===== src/hdl/hsid_pkg.sv =====
`default_nettype none

package hsid_pkg;

  localparam int HSID_WORD_WIDTH     = 32;  // Memory word and host address
  localparam int HSID_MEM_ADDR_WIDTH = 12;  // 4096 words
  localparam int HSID_BANDS_WIDTH    = 7;   // Up to 127 bands
  localparam int HSID_LIBRARY_WIDTH  = 6;   // Up to 63 library pixels
  localparam int HSID_ACCESS_WIDTH   = HSID_BANDS_WIDTH + HSID_LIBRARY_WIDTH;
  localparam int HSID_SAMPLE_WIDTH   = 16;
  localparam int HSID_SSE_WIDTH      = 40;  // Sum of squared differences

  // One memory word, seen raw or as two band samples (even band in the low half)
  typedef union packed {
    logic [HSID_WORD_WIDTH-1:0]              raw;
    logic [1:0][HSID_SAMPLE_WIDTH-1:0]       sample;
  } hsid_pack_u;

  typedef enum logic [2:0] {
    IDLE,
    CONFIG,
    START_READ_CAPTURED,
    READ_CAPTURED,
    START_READ_LIBRARY,
    READ_LIBRARY,
    CLEAR
  } hsid_state_t;

endpackage

`default_nettype wire


===== src/hdl/hsid_mem_reader.sv =====
`timescale 1ns/1ps
`default_nettype none

module hsid_mem_reader (
  input  logic                                   clk,
  input  logic                                   rst_n,
  input  logic                                   rd_start,
  input  logic [hsid_pkg::HSID_WORD_WIDTH-1:0]   rd_base_addr,
  input  logic [hsid_pkg::HSID_ACCESS_WIDTH-1:0] rd_count,
  input  logic                                   rd_abort,
  input  logic                                   rd_gnt,
  input  logic                                   mem_rvalid,
  output logic                                   rd_req,
  output logic [hsid_pkg::HSID_WORD_WIDTH-1:0]   rd_addr,
  output logic                                   rd_done
);

  import hsid_pkg::*;

  logic                         busy;
  logic [HSID_ACCESS_WIDTH-1:0] issue_left;  // Reads still to issue
  logic [HSID_ACCESS_WIDTH-1:0] resp_left;   // Responses still expected
  logic                         issue;

  assign rd_req = busy && issue_left != '0 && !rd_abort;
  assign issue  = rd_req && rd_gnt;

  always_ff @(posedge clk or negedge rst_n) begin
    if (!rst_n) begin
      busy       <= 1'b0;
      issue_left <= '0;
      resp_left  <= '0;
      rd_done    <= 1'b0;
    end else begin
      rd_done <= 1'b0;
      if (rd_abort) begin
        busy       <= 1'b0;
        issue_left <= '0;
        resp_left  <= '0;
      end else if (rd_start) begin
        busy       <= rd_count != '0;
        issue_left <= rd_count;
        resp_left  <= rd_count;
        rd_done    <= rd_count == '0;  // Empty transfer completes at once
      end else if (busy) begin
        if (issue) issue_left <= issue_left - 1'b1;
        if (mem_rvalid) begin
          resp_left <= resp_left - 1'b1;
          if (resp_left == HSID_ACCESS_WIDTH'(1)) begin
            busy    <= 1'b0;
            rd_done <= 1'b1;
          end
        end
      end
    end
  end

  // Address only moves on an accepted read
  always_ff @(posedge clk) begin
    if (rd_start) rd_addr <= rd_base_addr;
    else if (issue) rd_addr <= rd_addr + 1'b1;
  end

  a_start_when_idle: assert property (
    @(posedge clk) disable iff (!rst_n) rd_start |-> !busy
  );

endmodule

`default_nettype wire


===== config.mk =====
export PLATFORM = sky130hd
export DESIGN_NAME = hsid_mem_reader
export DESIGN_NICKNAME = d
export VERILOG_FILES = /design/src/hdl/hsid_pkg.sv /design/src/hdl/hsid_mem_reader.sv
export SDC_FILE = /design/constraint.sdc
export NUM_CORES = 1
export LEC_CHECK = 0
export ABC_AREA = 1
export BUFFER_PORTS_ARGS = -buffer_cell sky130_fd_sc_hd__buf_4
export CORE_MARGIN = 2
export CORE_UTILIZATION = 37
export CTS_CLUSTER_DIAMETER = 30
export DETAILED_ROUTE_END_ITERATION = 16
export PLACE_DENSITY = 0.67
export SLEW_MARGIN = 0
export SYNTH_ARGS = -nofsm -noshare
export SYNTH_HDL_FRONTEND = slang
export SYNTH_SLANG_ARGS = --single-unit
export TNS_END_PERCENT = 5

===== constraint.sdc =====
create_clock -name clk -period 3.1 [get_ports clk]
set_input_delay 0.465 -clock clk [delete_from_list [all_inputs] [get_ports clk]]
set_output_delay 0.465 -clock clk [all_outputs]
set_load 0.01 [all_outputs]

Yosys cells after proc, flatten, opt, wreduce, memory -nomap -nowiden:

Cells that the tools add are included.

* bits in registers: 60
* bits of input ports: 51
* output and inout bits: 34
* logic and storage cells: 42

* $add $sub $neg: 3
* equal/unequal tests: 1
* multiplexer cells: 20
* reductions and logical operators: 13

Operators by type and width (number)
* $mux 13: 8
* $mux 32: 2
* $add 32x1->32 const B: 1
* $reduce_bool 13->1: 2
* $sub 13x1->13 const B: 2
* $eq 13x1->1 const B: 1
* $logic_not 13->1: 1
* $mux 1: 10
* $reduce_bool 3->1: 3
* $reduce_and 2->1: 2
* $logic_and 1x1->1: 3
* $reduce_bool 2->1: 1
* $logic_not 1->1: 1

Logic depth before layout (Yosys ltp):

Gate-level depths: netlist of the first run.

* depth after elaboration: 8
* mapped depth: 10
* depth with buffers taken out: 10

Least setup slack after synthesis of the first run:

Ideal clock, no wire load.

* path type: register -> register
* start: reg issue_left[0]
* end: reg rd_addr[0] (netlist bit) (enable)
* library setup time: 0.483 ns
* arrival: 1.494 ns
* required time: 2.617 ns
* setup slack: 1.123 ns
* cell stages (with the launch flop): 8
* path buffers: 0
* period minus slack after synthesis: 1.977 ns
* path through: dfrtp_1 inv_1 ha_1 nand2_1 nor2_1 nand2_2 nand3_2 nand2_1

* cells in the longest elaborated chain, start to end: 5

Ends and longest elaborated chain
* from (decl): RTL line hsid_mem_reader.sv:21 `logic [HSID_ACCESS_WIDTH-1:0] issue_left;`
* from (signal assigned): RTL line hsid_mem_reader.sv:42 `issue_left <= rd_count;`
* from (signal assigned): RTL line hsid_mem_reader.sv:46 `if (issue) issue_left <= issue_left - 1'b1;`
* $reduce_bool 13->1: RTL line hsid_mem_reader.sv:25 `assign rd_req = busy && issue_left != '0 && !rd_abort;`
* $logic_and 1x1->1 (2 in a row): RTL line hsid_mem_reader.sv:25
* $logic_and 1x1->1: RTL line hsid_mem_reader.sv:26 `assign issue = rd_req && rd_gnt;`
* $reduce_bool 2->1 (no line)
* to (signal assigned): RTL line hsid_mem_reader.sv:60 `if (rd_start) rd_addr <= rd_base_addr;`
* to (signal assigned): RTL line hsid_mem_reader.sv:61 `else if (issue) rd_addr <= rd_addr + 1'b1;`
* to (decl): RTL line hsid_mem_reader.sv:14 `output logic [hsid_pkg::HSID_WORD_WIDTH-1:0] rd_addr,`

No other way between the ends.
A chain may end at the register's enable or synchronous reset.

Worst setup path in the final report of the first run:

* start: reg issue_left[0]
* end: out rd_req

* cells in the longest elaborated chain, start to end: 3

Ends and longest elaborated chain
* $reduce_bool 13->1: RTL line hsid_mem_reader.sv:25
* $logic_and 1x1->1 (2 in a row): RTL line hsid_mem_reader.sv:25
* to (decl): RTL line hsid_mem_reader.sv:13 `output logic rd_req,`

No other way between the ends.

==> results by stage, run 1 <==
Outcome:
- The flow ran to the end, and the final reports show no timing, DRC or antenna violations.

Finish:
- The multi-input combinational cell area is 0.00233 sq mm.
- The total inserted antenna cells is 0.
- At the end of the flow, the number of nets in the layout was 775.
- The count of fill cells added during filler insertion is 1,151.
- The area overhead of the layout relative to synthesis is 23.7%.
- Of the cells placed in the final design, the portion with a size suffix greater than 1 is 17.3%.
- In the final layout, flip-flops and latches occupy 0.00166 sq mm.
- The filler-free cell count of the finished design is 867.

Critical path:
- The worst setup path is captured at an output port.
- The worst reg2reg path startpoint is rd_addr[0]$_DFFE_PP_.
- The destination of the critical timing path is rd_req.
- The maximum fanout along the worst path is 6.
- The length in cells of the worst reg-to-reg path is 8.
- Across all register-to-register paths, the minimum setup slack is 1.29 ns.
- In this run the worst setup path begins at issue_left[0]$_DFFE_PN0P_.
- The startpoint class of the critical path is a flop.
- In this run the critical register-to-register path is captured at rd_addr[22]$_DFFE_PP_.
- For the worst setup path, the data required time is 2.63 ns.
- The kind of critical path is flop to output port.
- The arrival time of the worst setup path is 1.48 ns.

Logic synthesis:
- edfxtp_1 takes more of the synthesized area than any other cell.
- Each instance of the synthesized netlist takes up on average 6.75 sq um.
- In the synthesized netlist, the number of instances is 635.
- The share of Yosys cell area claimed by the top area cell type is 22.4%.
- The post-synthesis register bit count is 60.
- The number of distinct library cells after synthesis is 31.
- Yosys attributes the largest share of cell area to edfxtp_1 (22%), nand2_1 (22%), dfrtp_1 (16%).
- The yosys synthesis warning count is 0.
- The cell area after synthesis is 0.00429 sq mm.
- The number of nets produced by synthesis is 691.
- The sequential share of the synthesized area is 38.8%.

Clock network:
- After clock tree synthesis, the flow added hold-fix buffers numbering 0.
- The insertion delay to the later sink of the worst-skew pair is 0.33 ns.
- The cell at the root of the clock tree is clkbuf_16.
- The H-tree was split into 3 levels.
- The maximum buffer depth of the clock tree is 2.
- The number of clock sinks seen by CTS is 60.
- The number of clock buffers added by TritonCTS is 9.
- Buffers added to address setup during post-CTS repair amount to 0.
- Clock-pin slew was measured on the worst setup and hold paths at 0.05 ns.
- In this run, post-CTS repair resized a total of 0 instances.
- TritonCTS built the clock tree.

Placement:
- Once detailed placement completed, the half-perimeter wirelength came to 9.19 mm.
- Including well taps, the total number of placed cells is 851.
- The count of buffers added on input and output ports is 84.
- The weighted congestion at the end of routability-driven global placement is 0.887.

Global routing:
- The number of global-route vias before repair is 4,293.
- The met1 routing resource usage after global routing is 25.8%.
- The global-route met3 utilization is 4.14%.
- The total global routing track utilization is 20.1%.
- The initial antenna violation count came to 0.
- The global routing met2 resource utilization is 33.1%.
- Entering global routing, the biggest net connects 37 pins.
- After global routing, the most crowded layer is met2.
- The wire length of the first global-routing pass is 20.3 mm.
- The total grt overflow is 0.

Floorplan:
- The y dimension of the die is 112 um.
- In this run the horizontal extent of the chip is 112 um.
- The initial utilization of the core area, before any placement, comes to 37.7%.
- The die outline area is 0.0125 sq mm.
- The number of ports placed on the die boundary is 85.
- The number of placement rows is 39.
- The core region is 0.0114 sq mm.

STA:
- The worst pin sits at a relative slew slack of 58.9%.
- On the final layout, the worst clock skew is 0.00694 ns.
- For the finished layout, the period the worst path requires is 1.94 ns.
- Setup violations remaining at the end of the flow were counted as 0.
- Setup repair after global routing left no endpoint under its margin.
- The maximum operating frequency is 515 MHz.
- The count of endpoints failing hold in the final timing report is 0.
- The worst-margin pin slew is 0.615 ns.
- The total count of max-transition violations in the final report is 0.
- The worst path uses 62.6% of the clock period.
- On the final layout, the worst hold slack is 0.0500 ns.
- Summed over all failing endpoints, the final setup total negative slack is 0 ns.

Pwr:
- The worst-case IR drop observed on VDD is 0.000209 V.
- The static leakage is 0.00249 uW.
- The power density relative to cell area is 466 mW/mm^2.

Detailed routing:
- The detailed-route wire length per cell is 13.8 um.
- The length of the first detailed-routing pass in iterations is 5.
- The count of nets left with antenna violations once routing finished came out at 0.
- The via density per instance is 5.08.
- The post-detailed-routing wire length is 12.0 mm.
- The detailed router's first-iteration violation count is 382.
- The number of remaining DRC errors is 0.
- The routed layout has 4,405 vias.

Worst hold path:
- In this run the worst hold path is classified as primary input to asynchronous set/reset pin.

Flow run:
- The max capacitance violation total is 0.
[registers in the layout, summed over array words and instances, names as in the netlist]
name and count:
rd_addr 32, rd_done 1, issue_left 13, busy 1, resp_left 13
[routing by layer]
layer | share of wire [%] | up-vias
li1 | - | 2207
met1 | 43 | 1991
met3 | 7.4 | 27
met4 | 3.0 | 0
met5 | 0 | -
met2 | 46 | 180
[worst max-delay path, stage by stage, from the launching register on]
cell and delay, ns:
dfrtp_1 0.35, inv_1 0.15, ha_1 0.17, nand2_1 0.05
nor2_1 0.15, a21boi_0 0.11, buf_4 0.15
[cells in the final DEF, fill, tap and decap left out, drive strengths merged]
cell type	n
nor2	98
a21boi	3
xor2	7
inv	56
a21oi	18
nand4	5
o21ai	35
clkbuf	12
buf	88
o21bai	1
clkinv	5
dfrtp	28
a31oi	2
nand3	56
xnor2	4
o21a	2
ha	5
nand3b	11
or2	2
o2111ai	1
edfxtp	32
nand2	252
nor3	1
[power breakdown]
group,switching [uW],total (uW),internal [uW]
clock network,349,880,531
logic,336,561,225
registers,92.4,1030,934
[synth_stat cells]
master       n
inv_1       56
dfrtp_1     28
edfxtp_1    32
nand2_4      1
a31oi_1      2
o21bai_1     1
nor2_2       8
nor2_1      85
nand3_1     48
buf_6        1
nand3b_1    11
a21boi_0     3
or2_0        2
nand2_2      3
o21ai_1      4
clkinv_2     1
a21oi_1     18
nand3_2      8
o21ai_0     30
nor3_1       1
buf_2       10
nor2_4       5
ha_1         5
nand4_1      5
clkbuf_1     4
o21ai_2      1
o21a_1       2
o2111ai_1    1
nand2_1    248
xnor2_1      4
xor2_1       7
[how the worst min path moves through the flow]
stage               start  depth (start not counted)                         to  slack, ns
floorplan           rst_n                          0             busy$_DFF_PN0_       0.17
global placement    rst_n                          1  resp_left[11]$_DFFE_PN0P_       0.42
detailed placement  rst_n                          1  resp_left[12]$_DFFE_PN0P_       0.42
CTS                 rst_n                          1  resp_left[12]$_DFFE_PN0P_       0.07
global route        rst_n                          1  resp_left[12]$_DFFE_PN0P_       0.09
finish              rst_n                          1             busy$_DFF_PN0_       0.05
[area by class of cell]
class,instances,share of cell area [%]
multi-input combinational,503,44.0
sequential,60,31.3
timing repair buffer,88,12.5
clock buffer,12,4.46
inverter,57,4.06
tap,143,3.38
clock inverter,4,0.307
[stage by stage]
stage	util, %	setup slack, ns	instance area, sq um	total power, uW
2_1_floorplan	-	1.12	4290	1380
3_3_place_gp	44.4	1.07	5050	1590
3_5_place_dp	44.4	1.03	5050	1600
4_1_cts	46.6	1.16	5300	2480
5_1_grt	46.6	1.07	5300	2600
6_report	46.6	1.16	5300	2470
[kinds of logic after synthesis]
logic type | after synthesis | synth area share, %
flip-flops | 60 | 38.8
AND/OR/NAND/NOR | 425 | 42.9
AO/OA/AOI/OAI | 62 | 7.82
adder cells (fa/ha/maj) | 5 | 1.46
buffers and inverters | 72 | 6.80
XOR/XNOR | 11 | 2.25
Note: power is estimated with default switching activity, not from simulation.
==> run 2: changes to the inputs <==
==> constraint.sdc (replaced) <==
create_clock -name clk -period 2.02 [get_ports clk]
set_input_delay 0.303 -clock clk [delete_from_list [all_inputs] [get_ports clk]]
set_output_delay 0.303 -clock clk [all_outputs]
set_load 0.01 [all_outputs]
==> run 2 against run 1 <==
Sequential share of layout area down 0.62 points. Die area is the same. Critical path depth stayed put. Setup slack got worse by 0.95 ns. Final area grew 2.0%. Non-clock buffer count is 3 higher. Worst hold slack gained 0.19 ns. Routed wire length grew 2.5%. Clock skew fell by 0.00065 ns. First-iteration DRC count is 20% lower. Critical endpoint unchanged. Largest cell class unchanged. Highest routed layer unchanged.
==> results by stage, run 2 (synthesis gave the netlist of run 1 again) <==
Pwr:
- The static leakage is 0.00254 uW (+1.9%).
- The maximum VDD drop came to 0.000440 V (+110%).
- The internal cell power was 2860 uW (+69%).
- The power density relative to cell area is 757 mW/mm^2 (+63%).
- The part of the total power dissipated in combinational logic is 21.5% (-1.2 points).
- The net switching power of the design was 1230 uW (+58%).
- The share of power burned in registers is 38.4% (-3.2 points).
- The fraction of power spent switching nets is 30.0% (-1.5 points).
- The relative contribution of the clock network to total power is 40.0% (+4.3 points).
- The post-route total power is 4090 uW (+66%).

STA:
- The minimum period implied by the final worst setup slack is 1.81 ns.
- The count of endpoints failing hold in the final timing report is 0 (unchanged).
- The setup skew after layout is 0.00630 ns (-0.000649 ns).
- The headroom to the max-slew limit came to 68.5% (+9.6 points).
- Static timing analysis puts the maximum clock frequency at 551 MHz.
- The total of endpoints with negative setup slack in the final report was 0 (unchanged).
- Of the available clock period, the critical path in the final layout requires 89.8%.
- The total count of max-transition violations in the final report is 0 (unchanged).
- The total negative slack is 0 ns (unchanged).
- Setup repair after global routing left no endpoint under its margin.
- The worst-margin pin slew came to 0.468 ns (-0.148 ns).

Critical path:
- Traced cell by cell, the critical path runs through inv_1 > ha_1 > nand2_1 > nor2_1 > a21boi_0 > buf_4.
- The critical path's top delay family is flip-flops.
- The required time of the critical path is 1.72 ns (-0.91 ns).
- The length in cells of the worst reg-to-reg path came to 8 (unchanged).
- The critical path starts at issue_left[0]$_DFFE_PN0P_.
- The number of stages on the worst setup path is 6 (unchanged).
- The largest stage delay on the critical path came to 0.36 ns (about the same).
- STA classifies the critical path startpoint as a flop.
- The maximum fanout along the worst path is 6 (unchanged).
- The critical path ends at rd_req.
- The kind of critical path is flop to output port.
- The critical path capture point type is an output port.
- The worst reg2reg path startpoint is rd_addr[0]$_DFFE_PP_.
- The worst setup slack for register-to-register paths is 0.29 ns (-1.00 ns).
- The critical-path cell with the highest stage delay is dfrtp_1.
- The arrival time of the worst setup path is 1.51 ns (+0.03 ns).
- The endpoint of the lowest-slack register-to-register path is rd_addr[22]$_DFFE_PP_.
- The number of buffer and inverter instances along the worst setup path is 2 (unchanged).

Global routing:
- The total global routing track utilization is 20.2% (+0.034 points).
- The number of global-route vias before repair is 4,310 (+0.40%).
- The wire length of the first global-routing pass is 20.3 mm (about the same).
- The pin count of the biggest net entering global routing was 34 (-8.1%).
- The initial antenna violation count is 0 (unchanged).
- The total grt overflow is 0 (unchanged).

Detailed routing:
- The post-detailed-routing wire length is 12.3 mm (+2.5%).
- The detailed-route via count was 4,481 (+1.7%).
- The via density per instance is 5.15 (+1.4%).
- The count of nets left with antenna violations after detail routing was 0 (unchanged).
- The length of the first detailed-routing pass in iterations was 4 (-1).
- The detailed-route wire length per cell is 14.1 um (+2.1%).
- The number of remaining DRC errors came to 0 (unchanged).
- The detailed router's first-iteration violation count is 307 (-20%).

Finish:
- The number of flip-flops under the largest register name came to 32 (unchanged).
- From synthesis to final layout, the design area changed by 26.2%.
- The total inserted antenna cells was 0 (unchanged).
- The filler-free cell count of the finished design is 870 (+0.35%).
- The share of the core filled with cells in the final layout was 47.6% (+0.94 points).
- The number of nets in the final layout was 778 (+0.39%).
- The share of cells above drive strength 1 was 17.9% (+0.62 points).
- More flip-flops sit in one register than any other, and that register is rd_addr.
- In the layout the commonest cells are nand2_1 (248), buf_4 (88), nor2_1 (85).
- In the final layout, the registers with the most flip-flops are rd_addr: 32 flops, issue_left: 13 flops, resp_left: 13 flops.
- The leading cell type in the layout, fill and taps excluded is nand2_1.

Clock network:
- The number of H-tree levels came to 3 (unchanged).
- The clock-pin transition on the worst setup and hold timing paths is 0.06 ns (about the same).
- The maximum buffer depth of the clock tree was 2 (unchanged).
- TritonCTS built the clock tree.
- The number of clock sinks seen by CTS is 60 (unchanged).
- The number of gates resized after CTS is 0 (unchanged).
- The insertion delay to the later sink of the worst-skew pair is 0.33 ns (about the same).
- The number of buffers inserted during clock tree synthesis was 9 (unchanged).
- The tree is rooted in a clkbuf_16.

Outcome:
- The run finished with clean final reports.

Floorplan:
- The number of ports placed on the die boundary is 85 (unchanged).
- The y dimension of the die is 112 um (unchanged).
- The die outline width was 112 um (unchanged).
- The number of placement rows is 39 (unchanged).
- The initial standard-cell utilization of the core is 37.7% (unchanged).
- The die outline area is 0.0125 sq mm (unchanged).
- The floorplan core area was 0.0114 sq mm (unchanged).

Flow run:
- The max capacitance violation total is 0 (unchanged).

Worst hold path:
- The min-delay analysis places its worst path in the category primary input to flop.
- The startpoint of the tightest hold check path is rd_base_addr[27].

Placement:
- The final HPWL from detailed placement came to 9.24 mm (+0.48%).
- The placed cell count was 853 (+0.24%).
- The count of input and output buffers is 84 (unchanged).
- The weighted congestion at the end of routability-driven global placement is 0.943 (+6.3%).
==> run 2: changes by cell type in the layout (fill, tap and decap cells not counted), sizes merged <==
cell,delta
buf,+2
bufinv,+2
clkbuf,-1
clkinv,-2
clkinvlp,+1
dlygate4sd3,+1
==> run 2: cell type report <==
| class | count | area, sq um |
|---|---|---|
| clock buffer | 11 | 233 |
| clock inverter | 5 | 76.3 |
| fill | 1160 | 5960 |
| inverter | 57 | 215 |
| multi-input combinational | 503 | 2330 |
| sequential | 60 | 1660 |
| tap | 143 | 179 |
| timing repair buffer | 91 | 711 |
==> run 2: worst register-to-register path, delay by kind of cell, from the launching register on <==
| family | cells | cell delay, ns |
|---|---|---|
| simple gates | 6 | 0.75 |
| flops | 1 | 0.41 |
| buf+inv | 1 | 0.10 |
| fa+ha+maj | 1 | 0.24 |
==> run 2: power groups by stage <==
| stage | Sequential (uW) | Combinational (uW) | Clock (uW) |
|---|---|---|---|
| detailed placement | 1590 | 876 | 0 |
| global placement | 1590 | 855 | 0 |
| floorplan | 1580 | 535 | 0 |
| finish | 1570 | 881 | 1640 |
| CTS | 1570 | 883 | 1660 |
| global route | 1590 | 1000 | 1720 |
==> run 2: worst min path at each step <==
| stage | depth (start not counted) | slack (ns) | endpoint |
|---|---|---|---|
| after floorplan | 0 | 0.007 | busy$_DFF_PN0_ |
| after global placement | 1 | 0.25 | resp_left[3]$_DFFE_PN0P_ |
| after detailed placement | 1 | 0.25 | resp_left[2]$_DFFE_PN0P_ |
| after CTS | 3 | 0.24 | rd_addr[27]$_DFFE_PP_ |
| after global routing | 3 | 0.24 | rd_addr[26]$_DFFE_PP_ |
| final | 3 | 0.24 | rd_addr[27]$_DFFE_PP_ |
==> run 2: through the flow <==
| step | hold slack (ns) | setup slack, ns | area [sq um] |
|---|---|---|---|
| global placement | 0.254 | 0.366 | 5090 |
| floorplan | 0.00741 | 0.0435 | 4290 |
| detailed placement | 0.254 | 0.308 | 5090 |
| global route | 0.244 | 0.107 | 5410 |
| CTS | 0.235 | 0.210 | 5410 |
| finish | 0.239 | 0.206 | 5410 |
==> run 2: layer usage <==
| metal | track usage (%) | vias up | share of wire [%] |
|---|---|---|---|
| li1 | - | 2209 | - |
| met1 | 26.7 | 2070 | 44 |
| met2 | 32.0 | 169 | 46 |
| met3 | 3.86 | 33 | 6.0 |
| met4 | 9.22 | 0 | 3.6 |
| met5 | 0 | - | 0 |
==> run 2: timing repair <==
item,CTS,global route
buffers inserted,0,0
hold endpoints to repair,28,0
hold buffers,1,0
==> run 3: changes to the inputs <==
--- a/config.mk
+++ b/config.mk
@@ -9,6 +9,7 @@
 export BUFFER_PORTS_ARGS = -buffer_cell sky130_fd_sc_hd__buf_4
 export CORE_MARGIN = 2
 export CORE_UTILIZATION = 37
+export CTS_BUF_LIST = sky130_fd_sc_hd__clkbuf_8
 export CTS_CLUSTER_DIAMETER = 30
 export DETAILED_ROUTE_END_ITERATION = 16
 export PLACE_DENSITY = 0.67
==> run 3 against run 2 <==
Power shrank 11%. Critical endpoint unchanged. Global-route usage shrank 0.35 points. Sequential share of layout area grew 0.59 points.
==> results by stage, run 3 (synthesis gave the netlist of run 1 again) <==
Outcome:
- The flow ran to the end, and the final reports show no timing, DRC or antenna violations.

Finish:
- The area taken by flip-flops and latches is 0.00166 sq mm (unchanged).
- In the final layout, the registers with the most flip-flops are rd_addr: 32 flops, issue_left: 13 flops, resp_left: 13 flops.
- The final design instance area without fill came to 0.00531 sq mm (-1.9%).
- The share of cells above drive strength 1 is 17.9% (unchanged).
- The multi-input combinational cell area is 0.00233 sq mm (unchanged).
- The number of nets in the final layout was 778 (unchanged).
- The number of flip-flops under the largest register name came to 32 (unchanged).
- The filler-free cell count of the finished design is 870 (unchanged).
- The register with the most flip-flops is rd_addr.
- The share of the core filled with cells in the final layout was 46.7% (-0.89 points).
- From synthesis to final layout, the design area changed by 23.8%.
- The count of fill cells added during filler insertion is 1,184 (+2.1%).
- The top cell types in the final layout, fill and taps aside, are nand2_1 (248), buf_4 (88), nor2_1 (85).
- The total inserted antenna cells is 0 (unchanged).
- The library cell used most frequently in the layout, excluding fill and tap cells, is nand2_1.

Global routing:
- The pin count of the biggest net entering global routing was 34 (unchanged).
- The initial antenna violation count is 0 (unchanged).
- The wire length of the first global-routing pass was 20.1 mm (-1.3%).
- The total global routing track utilization is 19.8% (-0.35 points).
- The total grt overflow is 0 (unchanged).
- The number of global-route vias before repair was 4,273 (-0.86%).

Clock network:
- The number of H-tree levels is 3 (unchanged).
- The TritonCTS clock tree is built.
- The insertion delay to the later sink of the worst-skew pair came to 0.35 ns (+0.02 ns).
- The maximum buffer depth of the clock tree is 2 (unchanged).
- The count of hold buffers inserted by post-cts repair is 1 (unchanged).
- The post-CTS repair timing setup buffer count is 0 (unchanged).
- The number of gates resized after CTS was 0 (unchanged).
- The clock-pin transition on the worst setup and hold timing paths is 0.08 ns (+0.02 ns).
- The number of clock sinks seen by CTS came to 60 (unchanged).
- Clock tree synthesis selected as its root buffer the cell clkbuf_8.
- The number of buffers inserted during clock tree synthesis was 9 (unchanged).

STA:
- The minimum period implied by the final worst setup slack is 1.82 ns (+0.0101 ns).
- The total count of max-transition violations in the final report is 0 (unchanged).
- Setup repair after global routing left no endpoint under its margin.
- The headroom to the max-slew limit is 67.1% (-1.4 points).
- The worst-margin pin slew is 0.488 ns (+0.0206 ns).
- The setup skew after layout is 0.0107 ns (+0.00441 ns).
- The share of the clock period used by the worst path after layout is 90.3% (+0.50 points).
- The count of endpoints failing hold in the final timing report was 0 (unchanged).
- The maximum operating frequency is 548 MHz (-0.55%).
- The total of endpoints with negative setup slack in the final report was 0 (unchanged).
- The total negative slack is 0 ns (unchanged).

Critical path:
- The critical path is of the flop to output port type.
- The required time of the critical path was 1.72 ns (about the same).
- The signal on the critical path passes through inv_1 > ha_1 > nand2_1 > nor2_1 > a21boi_0 > buf_4.
- The startpoint class of the critical path is a flop.
- The number of buffer and inverter instances along the worst setup path was 2 (unchanged).
- The largest stage delay on the critical path is 0.36 ns (about the same).
- The maximum fanout along the worst path came to 6 (unchanged).
- The critical path capture point type is an output port.
- The critical-path cell with the highest stage delay is dfrtp_1.
- In this run the worst setup path begins at issue_left[0]$_DFFE_PN0P_.
- The critical path's top delay family is flip-flops.
- The arrival time of the worst setup path came to 1.52 ns (about the same).
- The worst reg2reg path startpoint is rd_addr[0]$_DFFE_PP_.

Detailed routing:
- The length of the first detailed-routing pass in iterations is 4 (unchanged).
- The post-detailed-routing wire length was 12.1 mm (-1.6%).
- The number of remaining DRC errors is 0 (unchanged).
- The detailed router's first-iteration violation count was 265 (-14%).
- The via density per instance is 5.09 (-1.2%).
- The detailed-route wire length per cell was 13.9 um (-1.6%).
- The detailed-route via count is 4,425 (-1.2%).
- The count of nets left with antenna violations after detail routing is 0 (unchanged).

Floorplan:
- The floorplan core area was 0.0114 sq mm (unchanged).
- The initial standard-cell utilization of the core is 37.7% (unchanged).
- The number of placement rows is 39 (unchanged).
- The die outline width is 112 um (unchanged).
- The y dimension of the die is 112 um (unchanged).
- The die outline area was 0.0125 sq mm (unchanged).
- The number of ports placed on the die boundary came to 85 (unchanged).

Placement:
- The placed cell count was 853 (unchanged).
- The count of input and output buffers is 84 (unchanged).
- The weighted congestion at the end of routability-driven global placement is 0.943 (unchanged).
- The final HPWL from detailed placement is 9.24 mm (unchanged).
- The cell area reported after detailed placement is 0.00509 sq mm (unchanged).

Pwr:
- The maximum VDD drop came to 0.000411 V (-6.6%).
- The power density relative to cell area was 685 mW/mm^2 (-9.5%).
- The static leakage was 0.00250 uW (-1.5%).

Worst hold path:
- The startpoint of the tightest hold check path is rd_base_addr[27].
- The min-delay analysis places its worst path in the category primary input to flop.

Flow run:
- The max capacitance violation total came to 0 (unchanged).
[run 3: changes by cell type in the layout (fill, tap and decap cells not counted)]
cell and delta:
clkbuf_16 -9, clkbuf_8 +9, clkbuf_1 -2, inv_1 +2
[run 3: stage by stage]
stage	worst slack [ns]	hold WS [ns]	power (uW)
floorplan	0.0435	0.00741	2120
global placement	0.366	0.254	2440
detailed placement	0.308	0.254	2470
CTS	0.188	0.212	3660
global route	0.0857	0.222	3850
finish	0.196	0.219	3630
[run 3: metal layers]
metal | track usage, % | share of wire [%]
met1 | 26.3 | 44
met2 | 32.3 | 47
met3 | 3.16 | 6.3
met4 | 8.23 | 3.0
met5 | 0 | 0
[run 3: area by class of cell]
class / instances / area share, %
multi-input cells: 503 / 44.0
flip-flops and latches: 60 / 31.3
repair buffers: 91 / 13.4
inverters: 57 / 4.06
well taps: 143 / 3.37
clock buffers: 9 / 2.33
clock inverters: 7 / 1.58
[run 3: power by group]
part           switching [uW]  internal (uW)
sequential                139           1430
combinational             521            356
clock                     507            680
total                    1170           2470
[run 3: path summary, 6_finish.rpt]
check / endpoint / slack, ns / depth (start not counted)
hold / removal: rd_addr[27]$_DFFE_PP_ / 0.22 / 3
max in group asynchronous: issue_left[6]$_DFFE_PN0P_ / 1.32 / 2
setup / recovery: rd_req / 0.20 / 6
setup reg to reg: rd_addr[22]$_DFFE_PP_ / 0.31 / 8
min in group asynchronous: resp_left[7]$_DFFE_PN0P_ / 0.42 / 2
hold reg to reg: resp_left[9]$_DFFE_PN0P_ / 0.51 / 2
[run 3: tightest hold or removal path: stages]
cell     delay (ns)
buf_4          0.07
nand2_1        0.04
nand2_1        0.05
